[config.mk]
export PLATFORM = sky130hd
export DESIGN_NAME = mem_subsys_top
export DESIGN_NICKNAME = d
export VERILOG_FILES = /design/src/logic/mem_pkg.sv /design/src/logic/mem_cmd_if.sv /design/src/logic/cmd_queue.sv /design/src/logic/host_req_port.sv /design/src/logic/mem_sequencer.sv /design/src/logic/mem_subsys_top.sv /design/src/logic/pipelined_mem.sv
export SDC_FILE = /design/constraint.sdc
export NUM_CORES = 2
export LEC_CHECK = 0
export BUFFER_PORTS_ARGS = -buffer_cell sky130_fd_sc_hd__buf_2
export CAP_MARGIN = 20
export CORE_MARGIN = 2
export CORE_UTILIZATION = 61
export DETAILED_ROUTE_END_ITERATION = 10
export GPL_TIMING_DRIVEN = 0
export PLACE_DENSITY_LB_ADDON = 0.3
export SYNTH_ARGS = -nofsm -noshare
export SYNTH_HDL_FRONTEND = slang
export SYNTH_SLANG_ARGS = --single-unit
[constraint.sdc]
create_clock -name clk -period 9.9 [get_ports clk]
set_input_delay 1.485 -clock clk [delete_from_list [all_inputs] [get_ports clk]]
set_output_delay 1.485 -clock clk [all_outputs]
set_load 0.01 [all_outputs]
[src/logic/mem_pkg.sv]
// Memory subsystem shared definitions
package mem_pkg;

   ////////////////////////////////////////////////////////////////////////////
   // Data path sizing
   ////////////////////////////////////////////////////////////////////////////

   // Width of one memory word
   localparam int DATA_W = 16;

   // Cycles from read issue to result
   localparam int READ_LATENCY = 4;

   ////////////////////////////////////////////////////////////////////////////
   // Enumerations
   ////////////////////////////////////////////////////////////////////////////

   // Command opcode
   typedef enum logic {
      OP_READ  = 1'b0,
      OP_WRITE = 1'b1
   } cmd_op_e;

   // Host port handshake states
   typedef enum logic [1:0] {
      PORT_IDLE,
      PORT_ACK,
      PORT_WAIT_DROP
   } port_state_e;

endpackage

[src/logic/mem_cmd_if.sv]
// Memory command channel
`timescale 1ns/1ps

interface mem_cmd_if #(
   parameter int ADDR_WIDTH = 8
);
   import mem_pkg::*;

   // Command fields, held stable while valid is high
   cmd_op_e               op;
   logic [ADDR_WIDTH-1:0] addr;
   logic [DATA_W-1:0]     wdata;

   // Transfer on an edge where both are high
   logic                  valid;
   logic                  ready;

   // Sender side
   modport src (output op, addr, wdata, valid, input ready);

   // Receiver side
   modport dst (input op, addr, wdata, valid, output ready);

endinterface

[src/logic/cmd_queue.sv]
// Command FIFO
`timescale 1ns/1ps

module cmd_queue #(
   parameter int ADDR_WIDTH  = 8,
   parameter int QUEUE_DEPTH = 4
) (
   input  logic   clk,
   input  logic   rst,
   mem_cmd_if.dst wr,
   mem_cmd_if.src rd
);
   import mem_pkg::*;

   localparam int PTR_W = (QUEUE_DEPTH > 1) ? $clog2(QUEUE_DEPTH) : 1;
   localparam int CNT_W = $clog2(QUEUE_DEPTH + 1);

   // Entry storage, one array per field
   cmd_op_e               op_mem   [QUEUE_DEPTH];
   logic [ADDR_WIDTH-1:0] addr_mem [QUEUE_DEPTH];
   logic [DATA_W-1:0]     data_mem [QUEUE_DEPTH];

   logic [PTR_W-1:0] wr_ptr;
   logic [PTR_W-1:0] rd_ptr;
   logic [CNT_W-1:0] count;
   logic             push;
   logic             pop;

   assign wr.ready = (count != CNT_W'(QUEUE_DEPTH));
   assign rd.valid = (count != '0);
   assign push     = wr.valid && wr.ready;
   assign pop      = rd.valid && rd.ready;

   // Head entry
   assign rd.op    = op_mem[rd_ptr];
   assign rd.addr  = addr_mem[rd_ptr];
   assign rd.wdata = data_mem[rd_ptr];

   always_ff @(posedge clk) begin
      if (push) begin
         op_mem[wr_ptr]   <= wr.op;
         addr_mem[wr_ptr] <= wr.addr;
         data_mem[wr_ptr] <= wr.wdata;
      end
   end

   // Pointers wrap at depth, so any depth works
   always_ff @(posedge clk) begin
      if (rst) begin
         wr_ptr <= '0;
         rd_ptr <= '0;
         count  <= '0;
      end else begin
         if (push) wr_ptr <= (wr_ptr == PTR_W'(QUEUE_DEPTH - 1)) ? '0 : wr_ptr + 1'b1;
         if (pop) rd_ptr <= (rd_ptr == PTR_W'(QUEUE_DEPTH - 1)) ? '0 : rd_ptr + 1'b1;
         // Simultaneous push and pop leaves count alone
         if (push && !pop) count <= count + 1'b1;
         else if (pop && !push) count <= count - 1'b1;
      end
   end

   // Count tracks the distance between the pointers
   a_ptr_count_agree: assert property (
      @(posedge clk) disable iff (rst)
         int'(wr_ptr) == (int'(rd_ptr) + int'(count)) % QUEUE_DEPTH
   ) else $error("cmd_queue: count disagrees with pointers");

   // Push into an empty queue shows at the head next cycle
   a_push_to_head: assert property (
      @(posedge clk) disable iff (rst)
         (push && count == '0) |=> (rd.valid && rd.op == $past(wr.op) &&
                                    rd.addr == $past(wr.addr) &&
                                    rd.wdata == $past(wr.wdata))
   ) else $error("cmd_queue: pushed command missing from head");

endmodule

[src/logic/host_req_port.sv]
// Four-phase host request port
`timescale 1ns/1ps

module host_req_port #(
   parameter int ADDR_WIDTH = 8
) (
   input  logic                      clk,
   input  logic                      rst,
   input  logic                      req,
   input  mem_pkg::cmd_op_e          op,
   input  logic [ADDR_WIDTH-1:0]     addr,
   input  logic [mem_pkg::DATA_W-1:0] wdata,
   output logic                      ack,
   mem_cmd_if.src                    push
);
   import mem_pkg::*;

   port_state_e state;
   logic        push_done;

   ////////////////////////////////////////////////////////////////////////////
   // Command offer toward the queue
   ////////////////////////////////////////////////////////////////////////////

   // Host holds fields stable while req is high
   assign push.op    = op;
   assign push.addr  = addr;
   assign push.wdata = wdata;

   // Offer only once per req, before ack
   assign push.valid = (state == PORT_IDLE) && req;
   assign push_done  = push.valid && push.ready;

   ////////////////////////////////////////////////////////////////////////////
   // Handshake FSM
   ////////////////////////////////////////////////////////////////////////////

   always_ff @(posedge clk) begin
      if (rst) begin
         state <= PORT_IDLE;
      end else begin
         case (state)
            // Full queue keeps us here, ack stays low
            PORT_IDLE: if (push_done) state <= PORT_ACK;
            // Host may already have dropped req
            PORT_ACK: state <= req ? PORT_WAIT_DROP : PORT_IDLE;
            PORT_WAIT_DROP: if (!req) state <= PORT_IDLE;
            default: state <= PORT_IDLE;
         endcase
      end
   end

   // Ack high from the cycle after the push until req is seen low
   assign ack = (state != PORT_IDLE);

   // A new req only once the previous ack has dropped
   a_no_req_during_ack: assert property (
      @(posedge clk) disable iff (rst) $rose(req) |-> !ack
   ) else $error("host_req_port: req raised while ack high");

endmodule

[src/logic/mem_sequencer.sv]
// Memory command sequencer
`timescale 1ns/1ps

module mem_sequencer #(
   parameter int ADDR_WIDTH = 8
) (
   input  logic                       clk,
   input  logic                       rst,
   mem_cmd_if.dst                     cmd,
   // Memory side
   output logic                       mem_enable,
   output logic                       mem_wr,
   output logic [ADDR_WIDTH-1:0]      mem_addr,
   output logic [mem_pkg::DATA_W-1:0] mem_wdata,
   input  logic [mem_pkg::DATA_W-1:0] mem_rdata,
   input  logic                       mem_rvalid,
   // Tagged read results
   output logic                       rd_valid,
   output logic [mem_pkg::DATA_W-1:0] rd_data,
   output logic [ADDR_WIDTH-1:0]      rd_addr,
   output logic                       busy
);
   import mem_pkg::*;

   localparam int CNT_W = $clog2(READ_LATENCY + 1);

   logic                  issue;
   logic                  issue_read;
   logic [CNT_W-1:0]      inflight;
   // Address tags, aligned with the memory read stages
   logic [ADDR_WIDTH-1:0] tag_pipe [READ_LATENCY];

   ////////////////////////////////////////////////////////////////////////////
   // Issue
   ////////////////////////////////////////////////////////////////////////////

   // Memory accepts one access every cycle
   assign cmd.ready  = 1'b1;
   assign issue      = cmd.valid && cmd.ready;
   assign issue_read = issue && (cmd.op == OP_READ);

   // Queue head goes straight to the memory port
   assign mem_enable = issue;
   assign mem_wr     = issue && (cmd.op == OP_WRITE);
   assign mem_addr   = cmd.addr;
   assign mem_wdata  = cmd.wdata;

   ////////////////////////////////////////////////////////////////////////////
   // Result tagging
   ////////////////////////////////////////////////////////////////////////////

   // Shift every cycle, same cadence as the data stages
   always_ff @(posedge clk) begin
      tag_pipe[0] <= cmd.addr;
      for (int i = 1; i < READ_LATENCY; i++) begin
         tag_pipe[i] <= tag_pipe[i-1];
      end
   end

   // Reads between issue and result
   always_ff @(posedge clk) begin
      if (rst) begin
         inflight <= '0;
      end else if (issue_read && !mem_rvalid) begin
         inflight <= inflight + 1'b1;
      end else if (mem_rvalid && !issue_read) begin
         inflight <= inflight - 1'b1;
      end
   end

   assign rd_valid = mem_rvalid;
   assign rd_data  = mem_rdata;
   assign rd_addr  = tag_pipe[READ_LATENCY-1];

   // Queued command or read still in the pipe
   assign busy = (inflight != '0) || cmd.valid;

   a_rvalid_has_read: assert property (
      @(posedge clk) disable iff (rst) mem_rvalid |-> (inflight != '0)
   ) else $error("mem_sequencer: read result with nothing in flight");

endmodule

[src/logic/mem_subsys_top.sv]
// Memory subsystem top level
`timescale 1ns/1ps

module mem_subsys_top #(
   parameter int ADDR_WIDTH  = 8,
   parameter int QUEUE_DEPTH = 4
) (
   input  logic                       clk,
   input  logic                       rst,
   // Host command, four-phase req/ack
   input  logic                       req,
   input  mem_pkg::cmd_op_e           op,
   input  logic [ADDR_WIDTH-1:0]      addr,
   input  logic [mem_pkg::DATA_W-1:0] wdata,
   output logic                       ack,
   // Read results, one-cycle pulse
   output logic                       rd_valid,
   output logic [mem_pkg::DATA_W-1:0] rd_data,
   output logic [ADDR_WIDTH-1:0]      rd_addr,
   output logic                       busy
);
   import mem_pkg::*;

   logic                  mem_enable;
   logic                  mem_wr;
   logic [ADDR_WIDTH-1:0] mem_addr;
   logic [DATA_W-1:0]     mem_wdata;
   logic [DATA_W-1:0]     mem_rdata;
   logic                  mem_rvalid;

   // Port to queue, queue to sequencer
   mem_cmd_if #(.ADDR_WIDTH(ADDR_WIDTH)) push_if ();
   mem_cmd_if #(.ADDR_WIDTH(ADDR_WIDTH)) pop_if ();

   host_req_port #(.ADDR_WIDTH(ADDR_WIDTH)) u_port (
      .clk(clk), .rst(rst), .req(req), .op(op), .addr(addr), .wdata(wdata),
      .ack(ack), .push(push_if)
   );

   cmd_queue #(.ADDR_WIDTH(ADDR_WIDTH), .QUEUE_DEPTH(QUEUE_DEPTH)) u_queue (
      .clk(clk), .rst(rst), .wr(push_if), .rd(pop_if)
   );

   mem_sequencer #(.ADDR_WIDTH(ADDR_WIDTH)) u_seq (
      .clk(clk), .rst(rst), .cmd(pop_if),
      .mem_enable(mem_enable), .mem_wr(mem_wr), .mem_addr(mem_addr),
      .mem_wdata(mem_wdata), .mem_rdata(mem_rdata), .mem_rvalid(mem_rvalid),
      .rd_valid(rd_valid), .rd_data(rd_data), .rd_addr(rd_addr), .busy(busy)
   );

   pipelined_mem #(.ADDR_WIDTH(ADDR_WIDTH)) u_mem (
      .clk(clk), .rst(rst), .enable(mem_enable), .wr(mem_wr), .addr(mem_addr),
      .data_in(mem_wdata), .data_out(mem_rdata), .data_valid(mem_rvalid)
   );

endmodule

[src/logic/pipelined_mem.sv]
// Pipelined word memory
`timescale 1ns/1ps

module pipelined_mem #(
   parameter int ADDR_WIDTH = 8
) (
   input  logic                       clk,
   input  logic                       rst,
   input  logic                       enable,
   input  logic                       wr,
   input  logic [ADDR_WIDTH-1:0]      addr,
   input  logic [mem_pkg::DATA_W-1:0] data_in,
   output logic [mem_pkg::DATA_W-1:0] data_out,
   output logic                       data_valid
);
   import mem_pkg::*;

   // Byte addressed, so one word per even address
   logic [DATA_W-1:0] mem [2**(ADDR_WIDTH-1)];

   logic              rd_en;
   logic [DATA_W-1:0] rd_word;
   logic [DATA_W-1:0] data_stage  [READ_LATENCY];
   logic              valid_stage [READ_LATENCY];

   assign rd_en   = enable && !wr;
   assign rd_word = rd_en ? mem[addr[ADDR_WIDTH-1:1]] : '0;

   // Write lands at this edge, visible to a read next cycle
   always_ff @(posedge clk) begin
      if (enable && wr) begin
         mem[addr[ADDR_WIDTH-1:1]] <= data_in;
      end
   end

   ////////////////////////////////////////////////////////////////////////////
   // Read stages
   ////////////////////////////////////////////////////////////////////////////

   always_ff @(posedge clk) begin
      if (rst) begin
         for (int i = 0; i < READ_LATENCY; i++) begin
            data_stage[i]  <= '0;
            valid_stage[i] <= 1'b0;
         end
      end else begin
         data_stage[0]  <= rd_word;
         valid_stage[0] <= rd_en;
         for (int i = 1; i < READ_LATENCY; i++) begin
            data_stage[i]  <= data_stage[i-1];
            valid_stage[i] <= valid_stage[i-1];
         end
      end
   end

   assign data_out   = data_stage[READ_LATENCY-1];
   assign data_valid = valid_stage[READ_LATENCY-1];

   a_addr_aligned: assert property (
      @(posedge clk) disable iff (rst) enable |-> !addr[0]
   ) else $error("pipelined_mem: odd address on access");

endmodule

==> results.cfg <==
[run_status]
status = finished with violations
violations = DRC

[critical_path]
worstSetupPathType = reg -> reg
cp-start-kind = flip-flop
cp.required_ns = 10.44
crit_path_end_kind = flip-flop
critical_path.max_fanout = 10
arrival_ns = 5.79

[cts]
htreeDepth = 4
cts_hold_buf = 0
cts-resized-gates = 0
cts_tree = yes
cts.path.max_buffers = 3
cts-root-buf = clkbuf_16
clk_latency_ns = 0.86
cts_buffers = 213
cts_sinks = 2262
clk_pin_slew_ns = 0.06
cts_setup_buffers = 0

[route]
drt_iter0_drc = 6495
routed_wl_um = 226000
num_vias = 48017
detail-route-antenna-nets = 0
wire_per_inst_um = 30.3
drc_errors = 4
drt-vias-per-instance = 6.43
dr.pass1.iters = 9

[floorplan]
initial_core_util = 0.615
fp.dieW_um = 384
io_pins = 55
rows = 139
dieArea_um2 = 148000
coreArea_um2 = 144000
die_y_um = 384

[synth]
syn_nets = 5027
syn_area_um2 = 88300
synth_top_cell_area_share = 0.731
synth.most_common_cell = edfxtp_1
synth_common_cells = 2148 x edfxtp_1, 1287 x mux2i_1, 535 x nand2_1, 192 x a32o_1, 139 x nor2_1
synth_top_cell_by_area = edfxtp_1
ys_types = 37
ys_seq_area_frac = 0.756
synthFlopType = edfxtp_1
synth_area_leaders = edfxtp_1 73%, mux2i_1 15%, dfxtp_1 2.6%
synth_edf_count = 2148
syn_area_per_cell_um2 = 17.7
synth-warning-count = 0
ys_seq_elements = 2262
synth_cells = 4990
synth-async-reset-ratio = 0

[grt]
grt_usage = 0.306
grt_first_pass_wirelength_um = 320000
antenna_found_initial = 10
grt_pass1_vias = 46465
grt-ovfl-total = 0
grt_max_degree = 83

[power_and_ir_drop]
p_total_mw = 31.7
powerDensity_nw_per_um2 = 318
peakVddDrop_v = 0.000259
leakage_nw = 35.5

[finish]
syn_to_final_growth_pct = 13.0
finalInstanceArea_um2 = 99800
nFillCells = 9005
drive_gt1_frac = 0.133
final_cells = 7471
fin_nets = 5415

[timing]
skew_ns = 0.0315
final_max_slew_viol_count = 0
worstMarginPinSlew_ns = 1.40
hold_viol = 0
holdWs_ns = 0.325
period_minus_slack_ns = 5.25
rsz0062_at_grt = false
slew_headroom = 0.0513
timing.fmax_ghz = 0.191
setup_tns_ns = 0
period_share = 0.530
setup_violations = 0

[run]
maxCapViolCount = 0

[place]
dp_cells = 7062
port-buffer-count = 53
hpwl_um = 149000
place_area_um2 = 92800
gp_congestion = 1.03

[worst_hold_path]
min_path_type = reg -> reg
-- cell usage in the layout (no fill, tap or decap), drive strengths merged, types with 2 or more instances in the layout --
cell	instances
edfxtp	2148
bufinv	18
fa	2
a41oi	16
clkinv	78
nand3	6
a32o	192
buf	344
a21oi	3
mux2i	1287
xor2	4
nor2	139
ha	7
nand2	535
a41o	16
o21ai	2
inv	18
and2	9
clkbuf	408
clkinvlp	4
o41ai	48
mux4	24
nor3	9
or3	3
nor2b	59
diode	4
dfxtp	114
a32oi	64
-- path summary, 6_finish.rpt --
path	slack, ns	start	depth (start not counted)	endpoint
setup / recovery	4.65	flip-flop	11	u_mem.mem[114][2]
hold / removal	0.33	u_seq.tag_pipe[0][6]	0	u_seq.tag_pipe[1][6]
setup reg to reg	4.65	flip-flop	11	u_mem.mem[114][2]
hold reg to reg	0.33	u_seq.tag_pipe[0][6]	0	u_seq.tag_pipe[1][6]
-- power by group --
part	total [mW]	internal [mW]	switching, mW	leakage, nW
clock network	8.13	4.62	3.50	3.42
logic	11.2	3.42	7.81	11.8
registers	12.4	12.3	0.0840	20.3
-- through the flow --
| step | utilization | setup WS, ns |
|---|---|---|
| 3_5_place_dp | 0.646 | 4.90 |
| 6_report | 0.695 | 4.65 |
| 4_1_cts | 0.694 | 4.80 |
| 5_1_grt | 0.695 | 4.68 |
| 3_3_place_gp | 0.633 | 4.56 |
| 2_1_floorplan | - | 6.34 |
-- flip-flops by register name, summed over array words and instances, names as in the netlist, named ones only --
register	flops
u_mem.valid_stage	4
u_queue.wr_ptr	2
u_seq.inflight	3
u_queue.count	3
u_mem.data_stage	64
u_queue.rd_ptr	2
u_queue.op_mem	4
u_queue.addr_mem	32
u_mem.mem	2048
u_port.state	2
u_seq.tag_pipe	32
u_queue.data_mem	64
-- logic make-up (layout without fill, tap and decap cells) --
kind of cell	after synthesis	after routing	share of synthesized area
flops	2262	2262	0.756
mux	1312	1312	0.152
simple gates	764	764	0.0351
compound gates	342	342	0.0367
buf+inv	296	870	0.0177
fa+ha+maj	9	9	0.00145
xor+xnor	5	5	0.000496
other cells	0	4	0
-- worst max-delay path: stages (launching register included) --
cell and delay, ns:
dfxtp_1 0.32, buf_6 0.15, mux2i_1 0.23, mux2_2 0.22, buf_4 0.19, buf_6 0.23
buf_2 0.47, clkbuf_1 0.57, nand3_1 0.80, buf_2 0.67, nor2_1 0.79, buf_6 0.26
-- metal layers --
| layer | routed length, um | global-route usage | up-vias |
|---|---|---|---|
| met5 | 113 | 0 | - |
| met4 | 12600 | 0.155 | 4 |
| met3 | 24600 | 0.0798 | 555 |
| met2 | 104000 | 0.469 | 2835 |
| met1 | 84800 | 0.409 | 24237 |
| li1 | - | - | 20386 |
-- layout make-up --
class / instances / area [um^2] / share of cell area
Antenna cell: 4 / 10.0 / 0.000100
Buffer: 288 / 1530 / 0.0154
Clock buffer: 291 / 5850 / 0.0586
Clock inverter: 110 / 1140 / 0.0114
Inverter: 8 / 30.0 / 0.000301
Multi-Input combinational cell: 2432 / 20200 / 0.202
Sequential cell: 2262 / 66800 / 0.669
Tap cell: 1903 / 2380 / 0.0239
Timing Repair Buffer: 173 / 1910 / 0.0191
Note: power is estimated with default switching activity, not from simulation.
